**src/slot_counter.sv**
```systemverilog
// ****************************
// wraps to zero after DEPTH-1
// ****************************
`timescale 1ns/1ps
`default_nettype none

module slot_counter #(
    parameter int DEPTH = 8
) (
    input  logic                     i_clk,
    input  logic                     i_reset_n,
    input  logic                     i_clear,
    input  logic                     i_step,
    output logic [$clog2(DEPTH)-1:0] o_index,
    output logic                     o_last
);

    localparam int IDX_W = $clog2(DEPTH);

    assign o_last = (o_index == IDX_W'(DEPTH - 1));

    // clear wins over step
    always_ff @(posedge i_clk) begin
        if (!i_reset_n || i_clear) begin
            o_index <= '0;
        end else if (i_step) begin
            o_index <= o_last ? '0 : o_index + 1'b1;
        end
    end

endmodule

`default_nettype wire
```
**config.mk**
```make
export PLATFORM = sky130hd
export DESIGN_NAME = slot_counter
export DESIGN_NICKNAME = d
export VERILOG_FILES = /design/src/slot_counter.sv
export SDC_FILE = /design/constraint.sdc
export NUM_CORES = 1
export LEC_CHECK = 0
export ABC_CLOCK_PERIOD_IN_PS = 3610
export BUFFER_PORTS_ARGS = -buffer_cell sky130_fd_sc_hd__buf_2
export CAP_MARGIN = 20
export CORE_AREA = 2 2 39 41
export DETAILED_ROUTE_END_ITERATION = 7
export DIE_AREA = 0 0 41 43
export MAX_ROUTING_LAYER = met4
export PLACE_DENSITY = 0.32
export SETUP_SLACK_MARGIN = 0.4
export SYNTH_ARGS = -nofsm -noshare
export SYNTH_HDL_FRONTEND = slang
export SYNTH_SLANG_ARGS = --single-unit
```
**constraint.sdc**
```tcl
create_clock -name i_clk -period 3.61 [get_ports i_clk]
set_input_delay 0.9025 -clock i_clk [delete_from_list [all_inputs] [get_ports i_clk]]
set_output_delay 0.9025 -clock i_clk [all_outputs]
set_load 0.03 [all_outputs]
```
==> results.py <==
metrics = {
    "timing": {
        "max_slew_margin": 0.9196,
        "setup-violations-final": 0,
        "holdWs_ps": 516.1,
        "worst_slack_ps": 1575,
        "period_share": 0.5636,
        "clock.fmax_mhz": 491.5,
        "finalHoldViolations": 0,
        "rsz0062_at_grt": "no",
        "period_needed_ps": 2035,
        "finalMaxSlewViolations": 0,
        "fin_skew_ps": 5.601,
        "fin_setup_tns_ps": 0,
        "worst_pin_slew_ps": 117.3,
    },
    "clock_tree": {
        "cts_max_path_buffers": 2,
        "clockRootBuffer": "clkbuf_4",
        "htreeDepth": 1,
        "insertion_delay_ps": 230,
        "cts_tree": "built",
        "hold_buffers": 0,
        "post_cts_resize_count": 0,
        "cts.clk_slew.worst_paths_ps": 40,
        "clock-sinks": 3,
        "cts-buffers-inserted": 3,
        "post-cts-setup-buffers": 0,
    },
    "synthesis": {
        "ys_seq_elements": 3,
        "synth_cell_types": 7,
        "yosys_warnings": 0,
        "yosysSeqAreaShare": 0.4211,
        "syn-num-nets": 19,
        "synth_common_cells": "dfxtp_1 (3), ha_1 (2), mux2i_1 (2), nand2b_1 (2), nor2_1 (2)",
        "syn_inst": 13,
        "synth_flop_cell": "dfxtp_1",
        "synth_area_leader_cell": "dfxtp_1",
        "syn-cell-area_um2": 142.6,
        "synth_edf_count": 0,
        "async_flop_share": 0,
        "yosysTopAreaCellShare": 0.4211,
        "yosysMostFrequentCell": "dfxtp_1",
        "synthTopCellsByArea": "dfxtp_1 (42%), ha_1 (18%), mux2i_1 (14%)",
        "avgSynthCellArea_um2": 10.97,
    },
    "floorplan": {
        "dieArea_mm2": 0.001763,
        "row_count": 14,
        "die_h_um": 43,
        "initial_core_util": 0.1031,
        "ios": 8,
        "core_mm2": 0.001384,
        "die_width_um": 41,
    },
    "layout": {
        "fin_util": 0.1618,
        "regMostFlops": "o_index",
        "reg.largest.list": "o_index (3)",
        "nets": 31,
        "diodes": 0,
        "layout-drive-gt1-share": 0.4583,
        "largest_register_ffs": 3,
        "area_delta_synth_final_pct": 57.02,
        "n_fill_cell": 156,
    },
    "power_and_ir_drop": {
        "p_per_area_mw_per_mm2": 452.9,
        "ir_drop_mv": 0.1545,
        "leakagePower_nw": 0.1179,
    },
    "critical_path": {
        "slowest_delay_ps": 330,
        "startpoint_type": "flop",
        "crit_type": "reg2out",
        "cp.arrival_ps": 1130,
        "endpoint_kind": "output pin",
        "path_cells": "ha_1 > ha_1 > buf_2",
        "cp_common_cell": "ha_1",
        "cp.required_ps": 2710,
        "critPathSlowestCell": "dfxtp_1",
        "rr_worst_depth": 4,
        "worstPathMaxFanout": 4,
    },
    "drt": {
        "vias": 126,
        "drt_iter0_markers": 0,
        "drt-total-wl_um": 290,
        "ant_nets": 0,
        "post_drt_wl_per_cell_um": 7.250,
        "first_pass_iters": 1,
        "drc": 0,
        "avgViaCountPerCell": 3.150,
    },
    "placed_design": {
        "port_buffers": 7,
        "dp_worst_setup_slack_ps": 1819,
        "place.gp.congestion": 0.5948,
    },
    "worst_hold_path": {
        "hold_path_class": "reg2reg",
        "hold_depth": 2,
    },
    "grt": {
        "grt_pass1_wl_um": 462,
        "antenna_found_initial": 0,
        "grt.total_usage": 0.05133,
        "overflow": 0,
        "grt_max_degree": 5,
        "grt_pass1_vias": 109,
    },
    "run_status": {
        "status": "complete, no violations",
    },
    "job": {
        "drv_cap": 0,
    },
}
[layer usage]
metal,part of all wire,GRT usage
met5,0,-
met4,0,0.04000
met3,0.23,0.07853
met2,0.22,0.02813
met1,0.54,0.06390
[final timing paths]
path | startpoint | to | slack (ps)
hold reg to reg | o_index[0]$_SDFFE_PP0P_ | o_index[0]$_SDFFE_PP0P_ | 520
setup / recovery | o_index[0]$_SDFFE_PP0P_ | o_last | 1580
setup reg to reg | o_index[0]$_SDFFE_PP0P_ | o_index[0]$_SDFFE_PP0P_ | 2340
hold / removal | o_index[0]$_SDFFE_PP0P_ | o_index[0]$_SDFFE_PP0P_ | 520
[layout by cell type, fill, tap and decap left out]
cell and count:
ha_1 2, clkbuf_4 3, nand2b_1 2, or3b_1 1, dfxtp_1 3, a21oi_2 1, clkbuf_1 1, nor2_1 2
buf_2 7, mux2i_1 2
[cells by family (layout without fill, tap and decap cells)]
family	count (synthesis)	in the layout	synth area share
compound gates	1	1	0.06141
fa+ha+maj	2	2	0.1754
buf+inv	0	11	0
flops	3	3	0.4211
mux	2	2	0.1404
simple gates	5	5	0.2018
[where the power goes]
group	switching, mW	internal [mW]
sequential	0.000627	0.0340
combinational	0.00401	0.00360
clock	0.0177	0.0415
total	0.0224	0.0791
[per-stage QoR]
| step | cells | total power [mW] | cell area, µm² |
|---|---|---|---|
| global route | 40 | 0.1098 | 224.0 |
| finish | 40 | 0.1014 | 224.0 |
| CTS | 40 | 0.1044 | 224.0 |
| floorplan | 13 | 0.03965 | 142.6 |
| detailed placement | 36 | 0.04282 | 197.7 |
| global placement | 36 | 0.04273 | 197.7 |
[layout make-up]
cell class | count | area, µm² | share of cell area
timing repair buffer | 7 | 35.03 | 0.1564
multi-input combinational | 10 | 82.58 | 0.3687
tap | 16 | 20.02 | 0.08939
clock buffer | 4 | 26.28 | 0.1173
sequential | 3 | 60.06 | 0.2682
[worst max-delay path, delay by kind of cell (launching register included)]
kind | cells | cell delay, ps
adders and majority gates | 2 | 400
buffers and inverters | 1 | 180
DFF | 1 | 330
Power figures use the tool's default switching activity.
