`src/order_book_pkg.sv`:
```
// ****************************
// field widths, order codes and controller states shared by the book
// ****************************
`default_nettype none

package order_book_pkg;

    localparam int PRICE_W = 32;
    localparam int QTY_W = 16;
    localparam int ID_W = 32;

    // reported for an ask side with no live entry
    localparam logic [PRICE_W-1:0] ASK_EMPTY = '1;

    // code 3 is not a valid order and is ignored
    typedef enum logic [1:0] {
        ORDER_ADD = 2'd0,
        ORDER_CANCEL = 2'd1,
        ORDER_EXECUTE = 2'd2
    } order_type_e;

    typedef enum logic [2:0] {
        IDLE,
        APPEND,
        SEARCH,
        REMOVE,
        SCAN,
        FINISH
    } ctrl_state_e;

endpackage

`default_nettype wire

```
`src/best_price_tracker.sv`:
```
// ****************************
// outputs change only on i_done
// ****************************
`timescale 1ns/1ps
`default_nettype none

module best_price_tracker (
    input  logic                               i_clk,
    input  logic                               i_reset_n,
    input  logic                               i_clear,
    input  logic                               i_step,
    input  logic                               i_done,
    input  logic [order_book_pkg::PRICE_W-1:0] i_bid_price,
    input  logic                               i_bid_live,
    input  logic [order_book_pkg::PRICE_W-1:0] i_ask_price,
    input  logic                               i_ask_live,
    output logic [order_book_pkg::PRICE_W-1:0] o_best_bid,
    output logic [order_book_pkg::PRICE_W-1:0] o_best_ask
);

    logic [order_book_pkg::PRICE_W-1:0] run_max;
    logic [order_book_pkg::PRICE_W-1:0] run_min;
    logic [order_book_pkg::PRICE_W-1:0] next_max;
    logic [order_book_pkg::PRICE_W-1:0] next_min;

    // fold in the current slot so the last one counts on i_done
    always_comb begin
        next_max = run_max;
        next_min = run_min;
        if (i_bid_live && (i_bid_price > run_max)) begin
            next_max = i_bid_price;
        end
        if (i_ask_live && (i_ask_price < run_min)) begin
            next_min = i_ask_price;
        end
    end

    always_ff @(posedge i_clk) begin
        if (!i_reset_n) begin
            run_max <= '0;
            run_min <= order_book_pkg::ASK_EMPTY;
            o_best_bid <= '0;
            o_best_ask <= order_book_pkg::ASK_EMPTY;
        end else begin
            if (i_clear) begin
                run_max <= '0;
                run_min <= order_book_pkg::ASK_EMPTY;
            end else if (i_step) begin
                run_max <= next_max;
                run_min <= next_min;
            end
            if (i_done) begin
                o_best_bid <= next_max;
                o_best_ask <= next_min;
            end
        end
    end

endmodule

`default_nettype wire

```
`config.mk`:
```
export PLATFORM = sky130hd
export DESIGN_NAME = best_price_tracker
export DESIGN_NICKNAME = d
export VERILOG_FILES = /design/src/order_book_pkg.sv /design/src/best_price_tracker.sv
export SDC_FILE = /design/constraint.sdc
export NUM_CORES = 1
export LEC_CHECK = 0
export BUFFER_PORTS_ARGS = -buffer_cell sky130_fd_sc_hd__buf_2
export CORE_MARGIN = 2
export CORE_UTILIZATION = 51
export DETAILED_ROUTE_END_ITERATION = 16
export HOLD_SLACK_MARGIN = 0.06
export PLACE_DENSITY = 0.77
export SLEW_MARGIN = 20
export SYNTH_ARGS = -nofsm -noshare
export SYNTH_HDL_FRONTEND = slang
export SYNTH_SLANG_ARGS = --single-unit
```
`constraint.sdc`:
```
create_clock -name i_clk -period 2.2 [get_ports i_clk]
set_input_delay 0.33 -clock i_clk [delete_from_list [all_inputs] [get_ports i_clk]]
set_output_delay 0.33 -clock i_clk [all_outputs]
set_load 0.005 [all_outputs]
```
==> results of run 1 <==
## metal layers
metal | global-route usage (%) | overflow
met1 | 79.1 | 0
met2 | 93.3 | 7
met3 | 60.3 | 0
met4 | 77.8 | 3
met5 | 21.5 | 0
## cells by family after synthesis
group                      Yosys count  synth area share, %
AOI/OAI and AO/OA                  281                 23.6
and+or+nand+nor                    234                 16.1
adders and majority gates           63                 11.2
muxes                               32                 4.54
buffers and inverters              145                 8.34
DFF                                128                 36.3
## stage by stage
stage / setup slack (ns) / TNS (ns) / hold slack, ns / std cells / utilization [%]
after floorplan: -0.150 / -5.94 / 0.441 / 883 / -
after global placement: -0.325 / -31.17 / 0.458 / 1277 / 65.8
after detailed placement: -0.419 / -37.14 / 0.470 / 1277 / 65.8
after CTS: -0.247 / -21.75 / 0.165 / 1377 / 85.8
## what timing repair did
item                       4_1_cts
setup endpoints to repair      128
pin swaps                      113
buffers inserted                40
gates cloned                    29
resized for setup              255
==> metrics, run 1 <==
most frequent cell after synthesis=dfxtp_1; # IOs=135; kind of the worst endpoint=register data pin; Sink Count=128; ys flop type=dfxtp_1; Synth Instances=around 900; Initial Util=51.5%; post-synth top area share=36.3%; halt point of the flow=global routing; CTS Hold Bufs=0; status=aborted with a tool error; Crit. endpoint post-GRT repair=run_min[15]$_SDFFE_PP1P_/D; post-synth net total=1,017; Seq/Total Area, Yosys=36.3%; Die Ht=around 120 um; Mapped Area=7060 um2; mean area per synthesized cell=roughly 8.0 um2; CTS Buf Count=17; H-tree Lvls=4; Bufs on Longest Clock Path=2; list of most frequent post-synthesis cells=128 x dfxtp_1, 97 x a31oi_1, 96 x o21ai_0; CTS Root Cell=clkbuf_16; largest area contributor in the netlist=dfxtp_1; Yosys cell types=around 50; IO buf count=134; largest net degree at the start of global routing=between 90 and 100; ranking of synthesized cells by area=dfxtp_1 36%, ha_1 11%, a31oi_1 8.6%; GPL Wtd Cong=0.843; Async SR Flop Fraction=0%; Rows=43; yosys warns=0; Seq cells post-synth=128; Stop Error=[ERROR GRT-0232] Routing congestion too high. Check the congestion heatmap in the GUI.; Total GRT Usage=77.3%; Post-synth EDFFs=0; total grt overflow=10; Die Wd=122 um; hpwl dp=between 10 and 15 mm; placed instance area=between 9000 and 10,000 um2
==> inputs of run 2 (changes only) <==
- CORE_UTILIZATION: 51 -> 40
- HOLD_SLACK_MARGIN: 0.06 -> default
- PLACE_DENSITY: 0.77 -> default
- PLACE_DENSITY_LB_ADDON: default -> 0.15
- clock period: 2.2 -> 2.9 ns (I/O delays scaled with it)
==> metrics, run 2 <==
share of layout cells above drive strength 1=20.2%; startpoint types=register; status=complete, no violations; GPL Wtd Cong=0.794 (-5.8%); Slew @ Worst Pin=0.888 ns; Metal-1 WL=around 10 mm; H-tree Lvls=4 (unchanged); total grt overflow=0; most frequent cell after synthesis=dfxtp_1; met2 wire length=8.40 mm; Reg clk slew, reported paths=0.06 ns; IO buf count=134 (unchanged); Final Hold Fails=0; mean area per synthesized cell=8.00 um2 (unchanged); Async SR Flop Fraction=0% (unchanged); ys flop type=dfxtp_1; first-pass GRT wire length=32.3 mm; Rows=48 (+12%); clock tree from TritonCTS=done; largest net degree at the start of global routing=a little under 100; CTS Root Cell=clkbuf_16; RSZ-0062 raised after global routing=no; worst hold start=i_bid_price[13]; final setup fails=0; Die Wd=137 um (+12%); P_leak=3.64 nW; metal3 WL=between 800 and 900 um; post_cts resized=0 (-100%); DRT Wirelength=~20 mm; Post-DRT Antenna Nets=0; Top Layer Used=met4; pwr dens=517 nW/um2; largest area contributor in the netlist=dfxtp_1; fin crit period=2.66 ns; worst r2r src=run_max[25]; die area=18,700 um2; hold endpoint=run_max[13]; Bufs on Longest Clock Path=2 (unchanged); Die Ht=137 um (+12%); Seq cells post-synth=128 (unchanged); Sink Count=128 (unchanged); list of most frequent post-synthesis cells=128 x dfxtp_1, 97 x a31oi_1, 96 x o21ai_0; crit path max fanout=8; drt drc=0; maximum VDD drop=0.000414 V; Min-Delay Path Class=in2reg; maxcap violations=0; Worst Setup Path Type=reg2reg; Clock Skews=0.0103 ns; final slew viol count=0; Fin Hold WS=0.289 ns; flop2flop setup slack=roughly 0.24 ns; Initial Util=40.8% (-11 points); FMAX=375 MHz; area delta synth->final=21.7%; Tcrit/Tclk final=91.9%; # IOs=135 (unchanged); first drt pass iteration count=4; post-synth top area share=36.3% (unchanged); vias=6,752; Seq/Total Area, Yosys=36.3% (unchanged); core area=roughly 17,000 um2; Via density=about 5.5; reg2reg path depth=9; Worst setup EP type=register; yosys warns=0 (unchanged); CTS Buf Count=17 (unchanged); vias in the first global route=6,244; ranking of synthesized cells by area=dfxtp_1 36%, ha_1 11%, a31oi_1 8.6%; Slew headroom=40.8%; Hold Crit Depth=3; Post-synth EDFFs=0 (unchanged); Synth Instances=883 (unchanged); Critical R2R Capture=run_max[5]; Yosys cell types=49 (unchanged); Mapped Area=7060 um2 (unchanged); commonest non-fill, non-tap cell in the layout=buf_2; hpwl dp=12.9 mm (-11%); CTS Hold Bufs=0 (unchanged); NumNets Final=1,123; commonest cells after routing, fill and taps aside=134 x buf_2, 128 x dfxtp_1, 96 x o21ai_0, 96 x a31oi_1, 71 x nand2_1; Arr. time, crit path=around 3 ns; 1st-iter DRT viols=between 400 and 500; drt wl/cell=15.9 um; Post-CTS Setup Bufs=0 (-100%); Worst-Skew Late Latency=0.42 ns; Total GRT Usage=21.5%; CP required=approximately 3.2 ns; initial antenna violation count=0; TNS Setup=0 ns; post-synth net total=1,017 (unchanged)
## run 2: cell counts after synthesis
No cell type changed its count.
## run 2: where the power goes
part	total (mW)	internal, mW	switching (mW)
sequential	1.88	1.84	0.0413
combinational	0.600	0.248	0.352
clock	1.97	1.21	0.756
total	4.45	3.30	1.15
## run 2: area by class of cell
cell class	instances	area, um2
fill	1699	8700
inverter	68	255
sequential	128	2560
clock buffer	25	475
multi-input combinational	610	3950
antenna	1	2.50
clock inverter	7	60.1
tap	225	282
timing repair buffer	164	1010
## run 2: worst max-delay path by stage
stage | depth (start not counted) | startpoint | slack, ns | to
finish | 9 | run_max[25] | 0.24 | run_max[5]
global route | 9 | run_max[28] | 0.09 | run_max[11]
CTS | 9 | run_max[25] | 0.21 | run_max[25]
detailed placement | 9 | i_bid_price[28] | 0.07 | run_max[25]
global placement | 9 | i_bid_price[28] | 0.14 | run_max[26]
floorplan | 8 | i_bid_price[28] | 0.45 | run_max[10]
## run 2: logic make-up (layout without fill, tap and decap cells)
group,Yosys count,count (layout),synth area share (%)
AO/OA/AOI/OAI,281,281,23.6
flip-flops,128,128,36.3
buffers and inverters,145,264,8.34
AND/OR/NAND/NOR,234,234,16.1
other,0,1,0
adder cells (fa/ha/maj),63,63,11.2
multiplexers,32,32,4.54
## run 2: routing by layer
metal / GRT usage (%) / vias up
met5: 0 / -
met4: 6.13 / 0
met3: 4.33 / 21
met2: 31.8 / 168
met1: 31.6 / 3127
li1: - / 3436
## run 2: stage by stage
stage / std cells / worst slack [ns] / total power, mW / cell area (um2) / util (%)
global route: 1227 / 0.0886 / 4.65 / 8600 / 49.7
detailed placement: 1195 / 0.0675 / 2.51 / 8060 / 46.6
floorplan: 883 / 0.447 / 2.25 / 7060 / -
global placement: 1195 / 0.137 / 2.51 / 8060 / 46.6
finish: 1228 / 0.236 / 4.45 / 8600 / 49.7
CTS: 1227 / 0.212 / 4.49 / 8600 / 49.7
## run 2: critical path, stage by stage (launching register included)
cell and delay [ns]:
dfxtp_1 0.36, inv_1 0.06, ha_1 0.29, nand4_1 0.15, or4_1 0.61, nor3b_2 0.30
o31ai_4 0.16, a21oi_4 0.20, buf_4 0.23, mux2i_1 0.22
No activity file was read; power rests on OpenSTA's default activity.
==> inputs of run 3 (changes only) <==
- CORE_MARGIN: 2 -> default
- REMOVE_ABC_BUFFERS: default -> 1
==> metrics, run 3 (synthesis results as in run 2) <==
Slew @ Worst Pin=0.966 ns (+0.0780 ns); Critical Path Source=run_min[15]; commonest cells after routing, fill and taps aside=134 x buf_2, 128 x dfxtp_1, 96 x o21ai_0, 96 x a31oi_1, 71 x nand2_1; P_leak=3.65 nW (+0.43%); critical path cell sequence=inv_1 > ha_1 > and4_1 > nand4_1 > a21oi_1 > o41ai_4 > buf_12 > a31oi_1 > o21ai_1; Via density=5.48 (-0.25%); Die Ht=135 um (-1.5%); critical path's slowest cell=o41ai_4; Bufs on Longest Clock Path=2 (unchanged); crit path max fanout=28 (+20); Initial Util=40.8% (unchanged); Min-Delay Path Class=in2reg; 1st-iter DRT viols=369 (-19%); Die Wd=135 um (-1.5%); Final Hold Fails=0 (unchanged); CTS Root Cell=clkbuf_16; Tcrit/Tclk final=91.9% (about the same); status=complete, no violations; IO buf count=134 (unchanged); die area=18,200 um2 (-2.9%); Post-DRT Antenna Nets=0 (unchanged); busiest layer in global routing=met2; commonest non-fill, non-tap cell in the layout=buf_2; final setup fails=0 (unchanged); drt drc=0 (unchanged); initial antenna violation count=0 (unchanged); Worst-Skew Late Latency=0.42 ns (about the same); GPL Wtd Cong=0.771 (-3.0%); Reg clk slew, reported paths=0.06 ns (about the same); final slew viol count=0 (unchanged); share of layout cells above drive strength 1=20.3% (+0.14 points); Arr. time, crit path=3.00 ns (about the same); diode count=0 (-1); NumNets Final=1,122 (-0.089%); H-tree Lvls=4 (unchanged); Sink Count=128 (unchanged); area delta synth->final=22.4%; pwr dens=544 nW/um2 (+5.3%); core area=17,300 um2 (unchanged); maxcap violations=0 (unchanged); FMAX=375 MHz (about the same); CP Buf/Inv Count=2 (unchanged); hpwl dp=12.5 mm (-3.5%); clock tree from TritonCTS=done; CTS Buf Count=17 (unchanged); Worst path top cell family by delay=compound AO/OA/AOI/OAI gates; drt wl/cell=15.5 um (-2.7%); maximum VDD drop=0.000393 V (-5.1%); DRT Wirelength=19.0 mm (-2.9%); Worst setup EP type=register; CP required=3.24 ns (about the same); largest net degree at the start of global routing=97 (unchanged); # IOs=135 (unchanged); fin crit period=2.66 ns (+0.000937 ns); Total GRT Usage=21.7% (+0.19 points); total grt overflow=0 (unchanged); vias=6,719 (-0.49%); Post-CTS Setup Bufs=0 (unchanged); TNS Setup=0 ns (unchanged); Slew headroom=35.4% (-5.4 points); startpoint types=register; CTS Hold Bufs=0 (unchanged); first drt pass iteration count=4 (unchanged); vias in the first global route=6,258 (+0.22%); worst r2r src=run_min[15]; final cell count without fillers=1,225 (-0.24%); Fillers=1,706 (+0.41%); met1 Usage GRT=27.6% (-4.0 points); Rows=48 (unchanged); met2 Usage GRT=36.4% (+4.6 points); worst hold start=i_bid_price[17]; first-pass GRT wire length=31.4 mm (-2.5%); Worst Setup Path Type=reg2reg; Clock Skews=0.0107 ns (+0.000415 ns); Critical Path Max Stage Delay=0.90 ns (+0.29 ns); met3 Use GR=5.22% (+0.88 points); placed insts=1,194 (-0.084%); RSZ-0062 raised after global routing=no
[run 3: cell count changes in the layout (fill, tap and decap cells not counted), sizes merged]
cell,previous run,this run
bufinv,1,4
clkinvlp,0,2
buf,164,163
clkinv,7,6
clkbuf,25,20
diode,1,0
[run 3: area by class of cell]
cell class	count	area, um2	share of cell area [%]
Clock buffer	20	447	5.17
Clock inverter	11	164	1.90
Inverter	68	255	2.95
Multi-Input combinational cell	610	3940	45.6
Sequential cell	128	2560	29.6
Tap cell	225	282	3.26
Timing Repair Buffer	163	992	11.5
[run 3: path summary, 6_finish.rpt]
check,end,slack (ns),cells past startpoint
max,run_min[23],0.24,9
min,run_max[17],0.28,3
max reg2reg,run_min[23],0.24,9
min reg2reg,run_max[20],0.47,2
[run 3: repair_timing]
action | CTS | global route
resized for setup | 0 | 1
setup endpoints to repair | 0 | 3
hold endpoints to repair | 0 | 0
[run 3: power by group]
group | switching [mW] | internal (mW)
registers | 0.0409 | 1.83
logic | 0.343 | 0.240
clock network | 0.797 | 1.45
total | 1.18 | 3.53
[run 3: metrics by stage]
step / setup WS, ns / total power [mW] / hold WS, ns / instance area [um2] / util, %
6_report: 0.235 / 4.71 / 0.283 / 8640 / 50.0
5_1_grt: 0.0187 / 4.92 / 0.272 / 8640 / 50.0
4_1_cts: 0.217 / 4.76 / 0.267 / 8640 / 50.0
3_5_place_dp: 0.0264 / 2.50 / 0.467 / 8030 / 46.4
3_3_place_gp: 0.0894 / 2.49 / 0.462 / 8030 / 46.4
2_1_floorplan: -1.01 / 2.21 / 0.448 / 6730 / -
[run 3: worst min-delay path, stage by stage]
cell and delay, ns:
buf_2 0.11, nand2_1 0.05, mux2i_1 0.05
[run 3: layer usage]
| metal | vias to the layer above | part of all wire, % | wire, um |
|---|---|---|---|
| li1 | 3426 | - | - |
| met1 | 3108 | 47 | 8890 |
| met2 | 172 | 47 | 8970 |
| met3 | 13 | 5.2 | 986 |
| met4 | 0 | 0.93 | 176 |
| met5 | - | 0 | 0 |
==> inputs of run 4 (changes only) <==
- BUFFER_PORTS_ARGS: -buffer_cell sky130_fd_sc_hd__buf_2 -> -buffer_cell sky130_fd_sc_hd__clkbuf_2
- CORE_UTILIZATION: 40 -> 45
- SETUP_SLACK_MARGIN: default -> 0.02
==> metrics, run 4 (synthesis results as in run 2) <==
commonest cells after routing, fill and taps aside=134 x clkbuf_2, 128 x dfxtp_1, 96 x o21ai_0, 96 x a31oi_1, 71 x nand2_1; 1st-iter DRT viols=395 (+7.0%); fin crit period=2.64 ns (-0.0270 ns); vias=6,730 (+0.16%); CTS Buf Count=17 (unchanged); # IOs=135 (unchanged); CP required=3.25 ns (about the same); Tcrit/Tclk final=91.0% (-0.93 points); Min-Delay Path Class=in2reg; first-pass GRT wire length=31.2 mm (-0.75%); share of layout cells above drive strength 1=20.7% (+0.42 points); placed insts=1,183 (-0.92%); Final Hold Fails=0 (unchanged); diode count=0 (unchanged); CTS Hold Bufs=0 (unchanged); startpoint types=register; core area=15,300 um2 (-12%); post-place setup slack=0.0852 ns (+0.0588 ns); Reg clk slew, reported paths=0.06 ns (about the same); crit path max fanout=14 (-50%); IO buf count=134 (unchanged); post_cts resized=0 (unchanged); vias in the first global route=6,387 (+2.1%); initial antenna violation count=0 (unchanged); Worst Setup Path Type=reg2reg; Initial Util=46.3% (+5.5 points); final worst setup slack=0.262 ns (+0.0270 ns); met2 wire length=8.47 mm (-5.6%); final slew viol count=0 (unchanged); drt drc=0 (unchanged); Die Wd=127 um (-5.6%); largest net degree at the start of global routing=71 (-27%); Fin Hold WS=0.272 ns (-0.0113 ns); Worst-Skew Late Latency=0.43 ns (about the same); total grt overflow=0 (unchanged); Rows=45 (-6.3%); status=complete, no violations; drt wl/cell=15.2 um (-2.0%); Arr. time, crit path=2.99 ns (about the same); RSZ-0062 raised after global routing=no; Post-DRT Antenna Nets=0 (unchanged); Slew headroom=62.8% (+27 points); first drt pass iteration count=4 (unchanged); final setup fails=0 (unchanged); Total GRT Usage=23.9% (+2.2 points); P_leak=3.73 nW (+2.2%); GPL Wtd Cong=0.868 (+13%); CTS Root Cell=clkbuf_16; clock tree from TritonCTS=done; maximum VDD drop=0.000406 V (+3.3%); FMAX=379 MHz (+1.0%); metal3 WL=926 um (-6.1%); commonest non-fill, non-tap cell in the layout=clkbuf_2; Bufs on Longest Clock Path=2 (unchanged); Final Util=57.2% (+7.2 points); final cell count without fillers=1,215 (-0.82%); Worst setup EP type=register; die area=16,200 um2 (-11%); Slew @ Worst Pin=0.558 ns (-0.408 ns); Clock Skews=0.00859 ns (-0.00209 ns); pwr dens=574 nW/um2 (+5.4%); Top Layer Used=met4; Post-CTS Setup Bufs=0 (unchanged); Sink Count=128 (unchanged); Via density=5.54 (+0.99%); maxcap violations=0 (unchanged); hpwl dp=12.4 mm (-1.1%); Die Ht=127 um (-5.6%); DRT Wirelength=18.5 mm (-2.8%); area delta synth->final=23.5%; H-tree Lvls=4 (unchanged); Metal-1 WL=8.79 mm (-1.1%); NumNets Final=1,125 (+0.27%)
[run 4: cell count changes in the layout (fill, tap and decap cells not counted), moves of 2 or more]
cell / change
buf_2: -134
bufinv_16: +2
buf_4: +5
clkbuf_8: +4
clkbuf_2: +134
clkinv_2: -3
[run 4: path summary, 6_finish.rpt]
kind / start / slack [ns] / depth (start not counted) / end
setup / recovery: run_max[28] / 0.26 / 9 / run_max[9]
hold / removal: i_bid_price[8] / 0.27 / 3 / run_max[8]
setup reg to reg: run_max[28] / 0.26 / 9 / run_max[9]
hold reg to reg: run_max[16] / 0.47 / 2 / run_max[16]
[run 4: stage by stage]
step / cell area (um2) / power, mW / setup TNS, ns
after global placement: 8020 / 2.50 / 0
after global routing: 8720 / 5.20 / 0
final: 8720 / 5.01 / 0
after CTS: 8720 / 5.04 / 0
after detailed placement: 8020 / 2.51 / 0
after floorplan: 6730 / 2.21 / -82.98
[run 4: metal layers]
metal	vias up	GRT usage, %
met5	-	0
met4	0	8.47
met3	27	5.23
met2	166	39.7
met1	3104	30.5
li1	3433	-
[run 4: critical path: stages, from the launching register on]
cell and delay [ns]:
dfxtp_1 0.36, inv_1 0.06, ha_1 0.29, nand4_1 0.16, or4_1 0.60, nor3b_2 0.28, o31ai_4 0.13, a21oi_4 0.28
buf_12 0.21, mux2i_1 0.20
[run 4: power by group]
part           leakage, nW  switching (mW)  internal (mW)
clock network        0.336           0.813           1.73
logic                 2.35           0.342          0.249
registers             1.05          0.0410           1.83
total                 3.73            1.20           3.81
[run 4: cell type report]
class / instances / area, um2
clock buffers: 23 / 498
well taps: 211 / 264
inverters: 68 / 255
clock inverters: 9 / 200
fillers: 1438 / 6540
flip-flops and latches: 128 / 2560
multi-input cells: 610 / 3940
repair buffers: 166 / 998
