===== config.mk =====
export PLATFORM = sky130hd
export DESIGN_NAME = order_book_ctrl
export DESIGN_NICKNAME = d
export VERILOG_FILES = /design/src/order_book_pkg.sv /design/src/order_book_ctrl.sv
export SDC_FILE = /design/constraint.sdc
export NUM_CORES = 1
export LEC_CHECK = 0
export ABC_AREA = 1
export BUFFER_PORTS_ARGS = -buffer_cell sky130_fd_sc_hd__buf_4
export CORE_AREA = 5 5 123 78
export DETAILED_ROUTE_END_ITERATION = 10
export DIE_AREA = 0 0 128 83
export PLACE_DENSITY = 0.67
export SETUP_SLACK_MARGIN = 0.4
export SYNTH_ARGS = -nofsm -noshare
export SYNTH_HDL_FRONTEND = slang
export SYNTH_SLANG_ARGS = --single-unit

===== constraint.sdc =====
create_clock -name i_clk -period 6.8 [get_ports i_clk]
set_input_delay 1.36 -clock i_clk [delete_from_list [all_inputs] [get_ports i_clk]]
set_output_delay 1.36 -clock i_clk [all_outputs]
set_load 0.03 [all_outputs]

===== src/order_book_pkg.sv =====
// ****************************
// field widths, order codes and controller states shared by the book
// ****************************
`default_nettype none

package order_book_pkg;

    localparam int PRICE_W = 32;
    localparam int QTY_W = 16;
    localparam int ID_W = 32;

    // reported for an ask side with no live entry
    localparam logic [PRICE_W-1:0] ASK_EMPTY = '1;

    // code 3 is not a valid order and is ignored
    typedef enum logic [1:0] {
        ORDER_ADD = 2'd0,
        ORDER_CANCEL = 2'd1,
        ORDER_EXECUTE = 2'd2
    } order_type_e;

    typedef enum logic [2:0] {
        IDLE,
        APPEND,
        SEARCH,
        REMOVE,
        SCAN,
        FINISH
    } ctrl_state_e;

endpackage

`default_nettype wire


===== src/order_book_ctrl.sv =====
// ****************************
// one order at a time; a new order is taken only in IDLE
// ****************************
`timescale 1ns/1ps
`default_nettype none

module order_book_ctrl #(
    parameter int NUM_STOCKS = 4
) (
    input  logic                               i_clk,
    input  logic                               i_reset_n,
    input  logic                               i_data_valid,
    input  logic [1:0]                         i_order_type,
    input  logic                               i_trade_type,
    input  logic [$clog2(NUM_STOCKS)-1:0]      i_stock_id,
    input  logic [order_book_pkg::QTY_W-1:0]   i_quantity,
    input  logic [order_book_pkg::PRICE_W-1:0] i_price,
    input  logic [order_book_pkg::ID_W-1:0]    i_order_id,
    input  logic                               i_trading_logic_ready,
    input  logic                               i_hit,
    input  logic                               i_last,
    output logic                               o_side,
    output logic [$clog2(NUM_STOCKS)-1:0]      o_stock,
    output logic [order_book_pkg::QTY_W-1:0]   o_quantity,
    output logic [order_book_pkg::PRICE_W-1:0] o_price,
    output logic [order_book_pkg::ID_W-1:0]    o_order_id,
    output logic                               o_append,
    output logic                               o_execute,
    output logic                               o_remove,
    output logic                               o_count_clear,
    output logic                               o_count_step,
    output logic                               o_book_is_busy,
    output logic                               o_data_valid
);

    order_book_pkg::ctrl_state_e state;
    order_book_pkg::ctrl_state_e next_state;
    order_book_pkg::order_type_e cmd_type;
    logic accept;

    assign accept = i_data_valid && (state == order_book_pkg::IDLE) &&
                    (i_order_type != 2'd3);

    // command held for the whole walk so the inputs may move meanwhile
    always_ff @(posedge i_clk) begin
        if (accept) begin
            cmd_type <= order_book_pkg::order_type_e'(i_order_type);
            o_side <= i_trade_type;
            o_stock <= i_stock_id;
            o_quantity <= i_quantity;
            o_price <= i_price;
            o_order_id <= i_order_id;
        end
    end

    always_ff @(posedge i_clk) begin
        if (!i_reset_n) begin
            state <= order_book_pkg::IDLE;
        end else begin
            state <= next_state;
        end
    end

    always_comb begin
        next_state = state;
        o_append = 1'b0;
        o_execute = 1'b0;
        o_remove = 1'b0;
        o_count_clear = 1'b0;
        o_count_step = 1'b0;
        case (state)
            order_book_pkg::IDLE: begin
                if (accept) begin
                    o_count_clear = 1'b1;
                    if (i_order_type == order_book_pkg::ORDER_ADD) begin
                        next_state = order_book_pkg::APPEND;
                    end else begin
                        next_state = order_book_pkg::SEARCH;
                    end
                end
            end
            order_book_pkg::APPEND: begin
                o_append = 1'b1;
                o_count_clear = 1'b1;
                next_state = order_book_pkg::SCAN;
            end
            order_book_pkg::SEARCH: begin
                // hold the index on a hit so REMOVE works on that slot
                if (i_hit) begin
                    next_state = order_book_pkg::REMOVE;
                end else if (i_last) begin
                    o_count_clear = 1'b1;
                    next_state = order_book_pkg::SCAN;
                end else begin
                    o_count_step = 1'b1;
                end
            end
            order_book_pkg::REMOVE: begin
                o_remove = (cmd_type == order_book_pkg::ORDER_CANCEL);
                o_execute = (cmd_type == order_book_pkg::ORDER_EXECUTE);
                o_count_clear = 1'b1;
                next_state = order_book_pkg::SCAN;
            end
            order_book_pkg::SCAN: begin
                o_count_step = 1'b1;
                if (i_last) begin
                    next_state = order_book_pkg::FINISH;
                end
            end
            order_book_pkg::FINISH: begin
                if (i_trading_logic_ready) begin
                    next_state = order_book_pkg::IDLE;
                end
            end
            default: begin
                next_state = order_book_pkg::IDLE;
            end
        endcase
    end

    assign o_book_is_busy = (state != order_book_pkg::IDLE);
    assign o_data_valid = (state == order_book_pkg::FINISH);

endmodule

`default_nettype wire


==> results.toml, run 1 <==
[sta]
tns_ns = 0
fmax_ghz = 0.292
hold_viol = 0
slew_viol_final = 0
fin_ws_ns = 3.38
setup_violations = 0
relSlewSlack_pct = 27.5
rsz0062_at_grt = "no"
min_period_ns = 3.42
min_period_over_period_pct = 50.3
worstMarginPinSlew_ns = 1.09
clock_skew_ns = 0.00608

[place]
dp_hpwl_um = 5630
dp_cells = 436
placed_area_mm2 = 0.00436
place_ws_ns = 3.17
gp_congestion = 0.902
io_buffers = 180

[floorplan]
die_area_mm2 = 0.0106
die_w_um = 128
initial_core_util_pct = 34.3
die_y_um = 83
io_pins = 181
core_area_mm2 = 0.00833
rows = 26

[detailed_routing]
viasPerCell = 4.23
avgRoutedWirePerCell_um = 15.8
ant_nets = 0
wl_um = 7120
drc = 0
drtIter0Drc = 69
dr.pass1.iters = 4
vias = 1913

[setup_path]
required_ns = 5.44
crit_arrival_ns = 2.06
end_kind = "output port"
crit_type = "in2out"
cp_max_fo = 3
regToRegSetupSlack_ns = 4.22
worstSetupStartpointType = "primary input"

[clock_network]
clk_pin_slew_ns = 0.06
cts.path.max_buffers = 2
h-tree-depth = 3
tritoncts = "done"
worst_skew_pair.late_latency_ns = 0.33
hold_buffers = 0
clock-root-buffer = "clkbuf_16"
numCtsBuffers = 9
post_cts_resized = 0
cts_sinks = 88
post-cts-setup-buffers = 0

[synthesis]
synth_common_cells = "edfxtp_1, nand2_1, nor2_1"
yosysTopAreaCell = "edfxtp_1"
synth_edf_count = 85
synth_cell_types = 15
async_reset_ff_share_pct = 0
syn_avg_cell_area_um2 = 20.0
yosysSeqAreaShare_pct = 91.5
syn_inst = 143
yosys.area.top_type_share_pct = 89.4
yosys-top-cells-area = "edfxtp_1, nand2_1, dfxtp_1"
synth_warnings = 0
yosysMostFrequentCell = "edfxtp_1"
syn_area_mm2 = 0.00286
yosys_most_used_dff = "edfxtp_1"
synthesis.nets = 234
ys_ff_latch = 88

[grt]
grt_pass1_wl_um = 10400
gr-total-overflow = 0
antenna_found_initial = 0
grt_max_degree = 45
grtUsageTotal_pct = 13.1
grt_pass1_vias = 2048

[power]
peakVddDrop_v = 0.000187
pwr-share-seq_pct = 42.5
cellLeakagePower_nw = 2.00
power.density_mw_per_mm2 = 385
pwr-share-clk_pct = 28.2
p_sw_mw = 0.575
pwr-share-comb_pct = 29.3
intPower_mw = 1.22
switching_share_pct = 32.0

[layout]
drive_above_1_share_pct = 58.8
fin_cells = 452
antenna_cells = 0
fin_util_pct = 56.1
final_area_mm2 = 0.00468
area_growth_pct = 63.8
final_net_count = 426

[worst_hold_path]
hold_path.class = "reg2reg"

[outcome]
status = "finished, final reports clean"

[run]
maxCapViolations = 0
## kinds of logic (layout without fill, tap and decap cells)
family                 count (synthesis)  in the layout  synth area share [%]
DFF                                   88             88                  91.5
and+or+nand+nor                       40             40                  6.31
AOI/OAI and AO/OA                      5              5                 0.876
buffers and inverters                 10            207                  1.31
## stage by stage
step	power (mW)	hold WS [ns]
final	1.80	0.586
after CTS	1.83	0.576
after global placement	1.30	0.566
after floorplan	1.10	0.533
after detailed placement	1.31	0.569
after global routing	1.89	0.594
## placed cells by master, fill, tap and decap left out, types with 2 or more instances in the layout
| cell type | count |
|---|---|
| a21oi_1 | 3 |
| buf_4 | 181 |
| bufinv_16 | 2 |
| clkbuf_1 | 2 |
| clkbuf_16 | 9 |
| clkinv_4 | 2 |
| dfxtp_1 | 3 |
| edfxtp_1 | 85 |
| inv_1 | 9 |
| nand2_1 | 17 |
| nand3_1 | 4 |
| nand4_1 | 2 |
| nor2_1 | 10 |
| nor2_2 | 2 |
| nor2_4 | 2 |
| o21ai_0 | 2 |
## worst paths after layout
kind | from | endpoint | depth (start not counted)
min reg2reg | state[0]$_SDFFE_PN0P_ | state[0]$_SDFFE_PN0P_ | 2
max | i_order_type[0] | o_count_clear | 5
max reg2reg | state[2]$_SDFFE_PN0P_ | o_order_id[21]$_DFFE_PP_ | 4
min | state[0]$_SDFFE_PN0P_ | state[0]$_SDFFE_PN0P_ | 2
## critical path, cell delays in order
cell and delay [ns]:
buf_4 0.12, nand2_1 0.09, nand2_1 0.12, o21ai_0 0.18, buf_4 0.19
## power by group through the flow
stage / Sequential [mW] / Clock, mW / Combinational [mW]
6_report: 0.763 / 0.507 / 0.527
5_1_grt: 0.773 / 0.552 / 0.561
4_1_cts: 0.764 / 0.525 / 0.536
3_5_place_dp: 0.775 / 0 / 0.536
3_3_place_gp: 0.772 / 0 / 0.532
2_1_floorplan: 0.941 / 0 / 0.158
## sequential cells by signal (all words and copies together) (netlist names)
name / count
o_price: 32
o_quantity: 16
o_stock: 2
state: 3
cmd_type: 2
o_side: 1
o_order_id: 32
## layer usage
layer  up-vias  global-route usage (%)  share of wire (%)
li1        914                       -                  -
met1       852                    14.2                 37
met2       136                    18.7                 43
met3        11                    10.7                 18
met4         0                    5.49                1.9
met5         -                       0                  0
## final cells by class
class | count | area (um^2)
Sequential cell | 88 | 2610
Clock inverter | 5 | 81.3
Fill cell | 685 | 3650
Inverter | 10 | 37.5
Multi-Input combinational cell | 45 | 213
Timing Repair Buffer | 181 | 1360
Tap cell | 112 | 140
Clock buffer | 11 | 233
Power figures use the tool's default switching activity.
==> run 2: changes to the inputs <==
--- a/config.mk
+++ b/config.mk
@@ -10,7 +10,7 @@
 export CORE_AREA = 5 5 123 78
 export DETAILED_ROUTE_END_ITERATION = 10
 export DIE_AREA = 0 0 128 83
-export PLACE_DENSITY = 0.67
+export PLACE_DENSITY = 0.7
 export SETUP_SLACK_MARGIN = 0.4
 export SYNTH_ARGS = -nofsm -noshare
 export SYNTH_HDL_FRONTEND = slang
==> constraint.sdc (replaced) <==
create_clock -name i_clk -period 2.85 [get_ports i_clk]
set_input_delay 0.57 -clock i_clk [delete_from_list [all_inputs] [get_ports i_clk]]
set_output_delay 0.57 -clock i_clk [all_outputs]
set_load 0.03 [all_outputs]
==> run 2 against run 1 <==
  * First-iteration DRC count is 13% lower
  * Sequential share of layout area is 0.27 points lower
  * Final area is 0.48% higher
  * Sequential power is 140% higher
  * Count of clock-buffer cells in the layout stayed put
  * Wire length is 1.8% lower
  * Cell count stayed put
  * Combinational power is 140% higher
  * Utilization is 0.27 points higher
  * Sequential cell count stayed put
  * Register-to-register slack worse by 3.1 ns
  * Clock skew is 0.0023 ns lower
==> results.toml, run 2 (synthesis gave the netlist of run 1 again) <==
[place]
dp_hpwl_um = 5430
gp_congestion = 0.843
dp_cells = 437
io_buffers = 180

[setup_path]
crit_arrival_ns = 1.56
cp_max_fo = 7
slowest_delay_ns = 0.38
r2r_cells = 4
regToRegSetupSlack_ns = 1.15
worstReg2RegStart = "state[2]$_SDFFE_PN0P_"
end_kind = "output port"
reg2reg_to = "o_quantity[8]$_DFFE_PP_"
worstSetupStartpointType = "flop"
crit_type = "reg2out"
cp_slowest_cell = "dfxtp_1"
required_ns = 2.28
path_cells = "nor2_2, nand2_1, nor2_1, a21oi_1, o21ai_0, buf_4"

[sta]
min_period_ns = 2.13
hold_viol = 0
fmax_ghz = 0.469
relSlewSlack_pct = 62.5
worstMarginPinSlew_ns = 0.562
rsz0062_at_grt = "no"
clock_skew_ns = 0.00378
setup_violations = 0
tns_ns = 0
slew_viol_final = 0
min_period_over_period_pct = 74.8

[floorplan]
initial_core_util_pct = 34.3
die_w_um = 128
die_y_um = 83
io_pins = 181
core_area_mm2 = 0.00833
rows = 26
die_area_mm2 = 0.0106

[clock_network]
clk_pin_slew_ns = 0.06
cts_sinks = 88
post_cts_resized = 0
clock-root-buffer = "clkbuf_16"
worst_skew_pair.late_latency_ns = 0.33
hold_buffers = 0
cts.path.max_buffers = 2
numCtsBuffers = 9
post-cts-setup-buffers = 0
h-tree-depth = 3
tritoncts = "done"

[layout]
antenna_cells = 0
area_growth_pct = 64.5
layout_commonest_cell = "buf_4"
reg_top3 = "o_order_id: 32 flops, o_price: 32 flops, o_quantity: 16 flops"
drive_above_1_share_pct = 59.1
fin_util_pct = 56.4
fin_cells = 452
final_cell_mix = "buf_4, edfxtp_1, nand2_1"
final_net_count = 427

[detailed_routing]
vias = 1931
ant_nets = 0
wl_um = 6990
viasPerCell = 4.27
avgRoutedWirePerCell_um = 15.5
dr.pass1.iters = 4
drtIter0Drc = 60
drc = 0

[power]
power.density_mw_per_mm2 = 929
peakVddDrop_v = 0.000447
cellLeakagePower_nw = 2.01

[run]
maxCapViolations = 0

[worst_hold_path]
hold_path_depth = 1
hold_start = "i_order_id[21]"
hold_path.class = "in2reg"
hold_end = "o_order_id[21]$_DFFE_PP_"

[outcome]
status = "finished, final reports clean"

[grt]
grt_pass1_vias = 1979
grt_pass1_wl_um = 10400
antenna_found_initial = 0
grt_max_degree = 46
grtUsageTotal_pct = 13.0
gr-total-overflow = 0
## run 2: cell types whose count changed in the layout (fill, tap and decap cells not counted)
cell       delta
clkinv_4      -2
buf_4         +1
bufinv_16     +1
nand2_1       -1
nand2_2       +1
## run 2: how the worst max path moves through the flow
stage / start / to / slack [ns] / cells past startpoint
2_1_floorplan: state[2]$_SDFFE_PN0P_ / cmd_type[0]$_DFFE_PP_ / 0.42 / 3
3_3_place_gp: i_order_type[0] / o_quantity[8]$_DFFE_PP_ / 1.04 / 5
3_5_place_dp: i_order_type[0] / o_order_id[3]$_DFFE_PP_ / 1.0 / 5
4_1_cts: state[2]$_SDFFE_PN0P_ / o_count_clear / 0.71 / 6
5_1_grt: state[2]$_SDFFE_PN0P_ / o_count_clear / 0.57 / 6
6_report: state[2]$_SDFFE_PN0P_ / o_count_clear / 0.72 / 6
## run 2: where the power goes
group          internal, mW  switching, mW
Combinational         0.430          0.851
Sequential             1.73         0.0881
Clock                 0.848          0.422
## run 2: layout make-up
cell class              instances  area (um^2)
inverters                      10         37.5
clock inverters                 4         93.8
multi-input cells              45          215
well taps                     112          140
clock buffers                  11          233
fillers                       673         3630
repair buffers                182         1370
flip-flops and latches         88         2610
## run 2: layer usage
layer / track usage [%] / part of all wire (%) / up-vias
met1: 15.3 / 40 / 864
met3: 9.29 / 16 / 8
met5: 0 / 0 / -
li1: - / - / 913
met4: 4.62 / 0.87 / 0
met2: 18.4 / 43 / 146
## run 2: metrics by stage
| stage | total power, mW | worst slack (ns) | hold slack (ns) | cell area (um^2) |
|---|---|---|---|---|
| 2_1_floorplan | 2.60 | 0.416 | 0.533 | 2870 |
| 3_3_place_gp | 3.11 | 1.04 | 0.562 | 4370 |
| 3_5_place_dp | 3.14 | 0.996 | 0.583 | 4370 |
| 4_1_cts | 4.44 | 0.711 | 0.395 | 4700 |
| 5_1_grt | 4.58 | 0.573 | 0.391 | 4700 |
| 6_report | 4.37 | 0.717 | 0.417 | 4700 |
## run 2: critical path, delay by kind of cell, from the launching register on
| family | cells | cell delay [ns] |
|---|---|---|
| buf+inv | 1 | 0.20 |
| compound gates | 2 | 0.17 |
| flops | 1 | 0.38 |
| simple gates | 3 | 0.49 |
==> run 3: changes to the inputs <==
==> constraint.sdc (replaced) <==
create_clock -name i_clk -period 1.9 [get_ports i_clk]
set_input_delay 0.38 -clock i_clk [delete_from_list [all_inputs] [get_ports i_clk]]
set_output_delay 0.38 -clock i_clk [all_outputs]
set_load 0.03 [all_outputs]
==> run 3 against run 2 <==
  * Combinational power increased by 81%
  * Sequential power increased by 51%
  * Final area increased by 4.3%
==> results.toml, run 3 (synthesis gave the netlist of run 1 again) <==
[outcome]
status = "finished, final reports clean"

[grt]
grtUsageTotal_pct = 13.7
antenna_found_initial = 0
grt_max_degree = 34
gr-total-overflow = 0
grt_pass1_wl_um = 11000
grt_pass1_vias = 2056

[clock_network]
tritoncts = "done"
cts_sinks = 88
clock-root-buffer = "clkbuf_16"
numCtsBuffers = 9
cts.path.max_buffers = 2
h-tree-depth = 3
clk_pin_slew_ns = 0.06
worst_skew_pair.late_latency_ns = 0.32

[setup_path]
worstReg2RegStart = "state[0]$_SDFFE_PN0P_"
cp_common_cell = "nor2_4"
reg2reg_to = "o_order_id[24]$_DFFE_PP_"
path_cells = "nor2_4, nand2_2, nor2_4, a21oi_2, o21ai_4, buf_6"
crit_family = "flip-flops"
crit_type = "reg2out"
required_ns = 1.52
worstSetupStartpointType = "flop"
regToRegSetupSlack_ns = 0.41
path_buf_inv = 1
cp_max_fo = 4
cp_slowest_cell = "dfxtp_4"
end_kind = "output port"
slowest_delay_ns = 0.36
r2r_cells = 5
crit_arrival_ns = 1.31

[run]
maxCapViolations = 0

[floorplan]
rows = 26
die_y_um = 83
io_pins = 181
initial_core_util_pct = 34.3
die_area_mm2 = 0.0106
core_area_mm2 = 0.00833
die_w_um = 128

[power]
p_sw_mw = 2.18
peakVddDrop_v = 0.000735
cellLeakagePower_nw = 2.09
pwr-share-comb_pct = 34.0
pwr-share-clk_pct = 25.9
switching_share_pct = 31.9
pwr-share-seq_pct = 40.1
power.density_mw_per_mm2 = 1390
intPower_mw = 4.65

[place]
dp_hpwl_um = 5670
placed_area_mm2 = 0.00442
io_buffers = 180
gp_congestion = 0.832

[detailed_routing]
ant_nets = 0
dr.pass1.iters = 4
wl_um = 7350
viasPerCell = 4.27
drtIter0Drc = 73
drc = 0
vias = 1976
avgRoutedWirePerCell_um = 15.9

[sta]
clock_skew_ns = 0.00540
setup_violations = 0
hold_viol = 0
rsz0062_at_grt = "yes"
min_period_over_period_pct = 89.1
fmax_ghz = 0.591
worstMarginPinSlew_ns = 0.257
timing.hold.ws_ns = 0.227
slew_viol_final = 0
min_period_ns = 1.69
relSlewSlack_pct = 82.8

[worst_hold_path]
hold_path.class = "in2reg"
hold_end = "o_order_id[6]$_DFFE_PP_"
hold_start = "i_order_id[6]"
hold_path_depth = 1

[layout]
area_growth_pct = 71.6
final_net_count = 439
final_cell_mix = "buf_4, edfxtp_1, nand2_1"
final_area_mm2 = 0.00490
antenna_cells = 0
reg_top3 = "o_order_id: 32 flops, o_price: 32 flops, o_quantity: 16 flops"
drive_above_1_share_pct = 65.0
layout_commonest_cell = "buf_4"
fill_cells = 688
[run 3: worst max-delay path by stage]
stage	startpoint	end	slack, ns	depth (start not counted)
2_1_floorplan	state[0]$_SDFFE_PN0P_	cmd_type[0]$_DFFE_PP_	-0.42	3
5_1_grt	state[0]$_SDFFE_PN0P_	o_count_clear	0.12	6
6_report	state[0]$_SDFFE_PN0P_	o_count_clear	0.21	6
4_1_cts	state[2]$_SDFFE_PN0P_	o_count_clear	0.13	5
3_3_place_gp	i_order_type[0]	o_stock[0]$_DFFE_PP_	0.39	5
3_5_place_dp	i_order_type[0]	o_stock[0]$_DFFE_PP_	0.37	5
[run 3: metrics by stage]
| stage | util, % | TNS [ns] | setup slack, ns | power [mW] | instances |
|---|---|---|---|---|---|
| CTS | 57.5 | 0 | 0.131 | 6.71 | 459 |
| detailed placement | 53.1 | 0 | 0.373 | 4.80 | 438 |
| global placement | 53.1 | 0 | 0.393 | 4.77 | 438 |
| floorplan | - | -35.46 | -0.417 | 3.94 | 143 |
| finish | 58.8 | 0 | 0.207 | 6.82 | 463 |
| global route | 58.8 | 0 | 0.118 | 7.17 | 463 |
[run 3: per-layer routing]
| layer | vias to the layer above | wire, um | track usage, % |
|---|---|---|---|
| met5 | - | 0 | 0 |
| met4 | 0 | 86 | 4.91 |
| met3 | 8 | 1400 | 10.9 |
| met2 | 140 | 3280 | 20.9 |
| met1 | 891 | 2580 | 14.0 |
| li1 | 937 | - | - |
[run 3: area by class of cell]
type,instances,area (um^2),area share [%]
Clock buffer,10,229,4.67
Clock inverter,4,71.3,1.46
Inverter,10,37.5,0.766
Multi-Input combinational cell,45,275,5.62
Sequential cell,88,2620,53.5
Tap cell,112,140,2.86
Timing Repair Buffer,194,1520,31.1
[run 3: power groups by stage]
| stage | Sequential, mW | Combinational (mW) | Clock [mW] |
|---|---|---|---|
| floorplan | 3.33 | 0.611 | 0 |
| global placement | 2.76 | 2.01 | 0 |
| detailed placement | 2.77 | 2.03 | 0 |
| CTS | 2.73 | 2.15 | 1.83 |
| global route | 2.77 | 2.46 | 1.94 |
| finish | 2.74 | 2.32 | 1.77 |
[run 3: worst register-to-register path, stage by stage, from the launching register on]
cell and delay, ns:
dfxtp_4 0.36, nor2_4 0.16, buf_6 0.12, nand2_4 0.07, nor2_4 0.22, buf_12 0.24
[run 3: repair_timing]
item / CTS / global route
setup buffers: 7 / 4
gates resized for setup: 6 / 24
endpoints found under the setup margin: 7 / 27
hold buffers: 0 / 0
pin swaps: 2 / 4
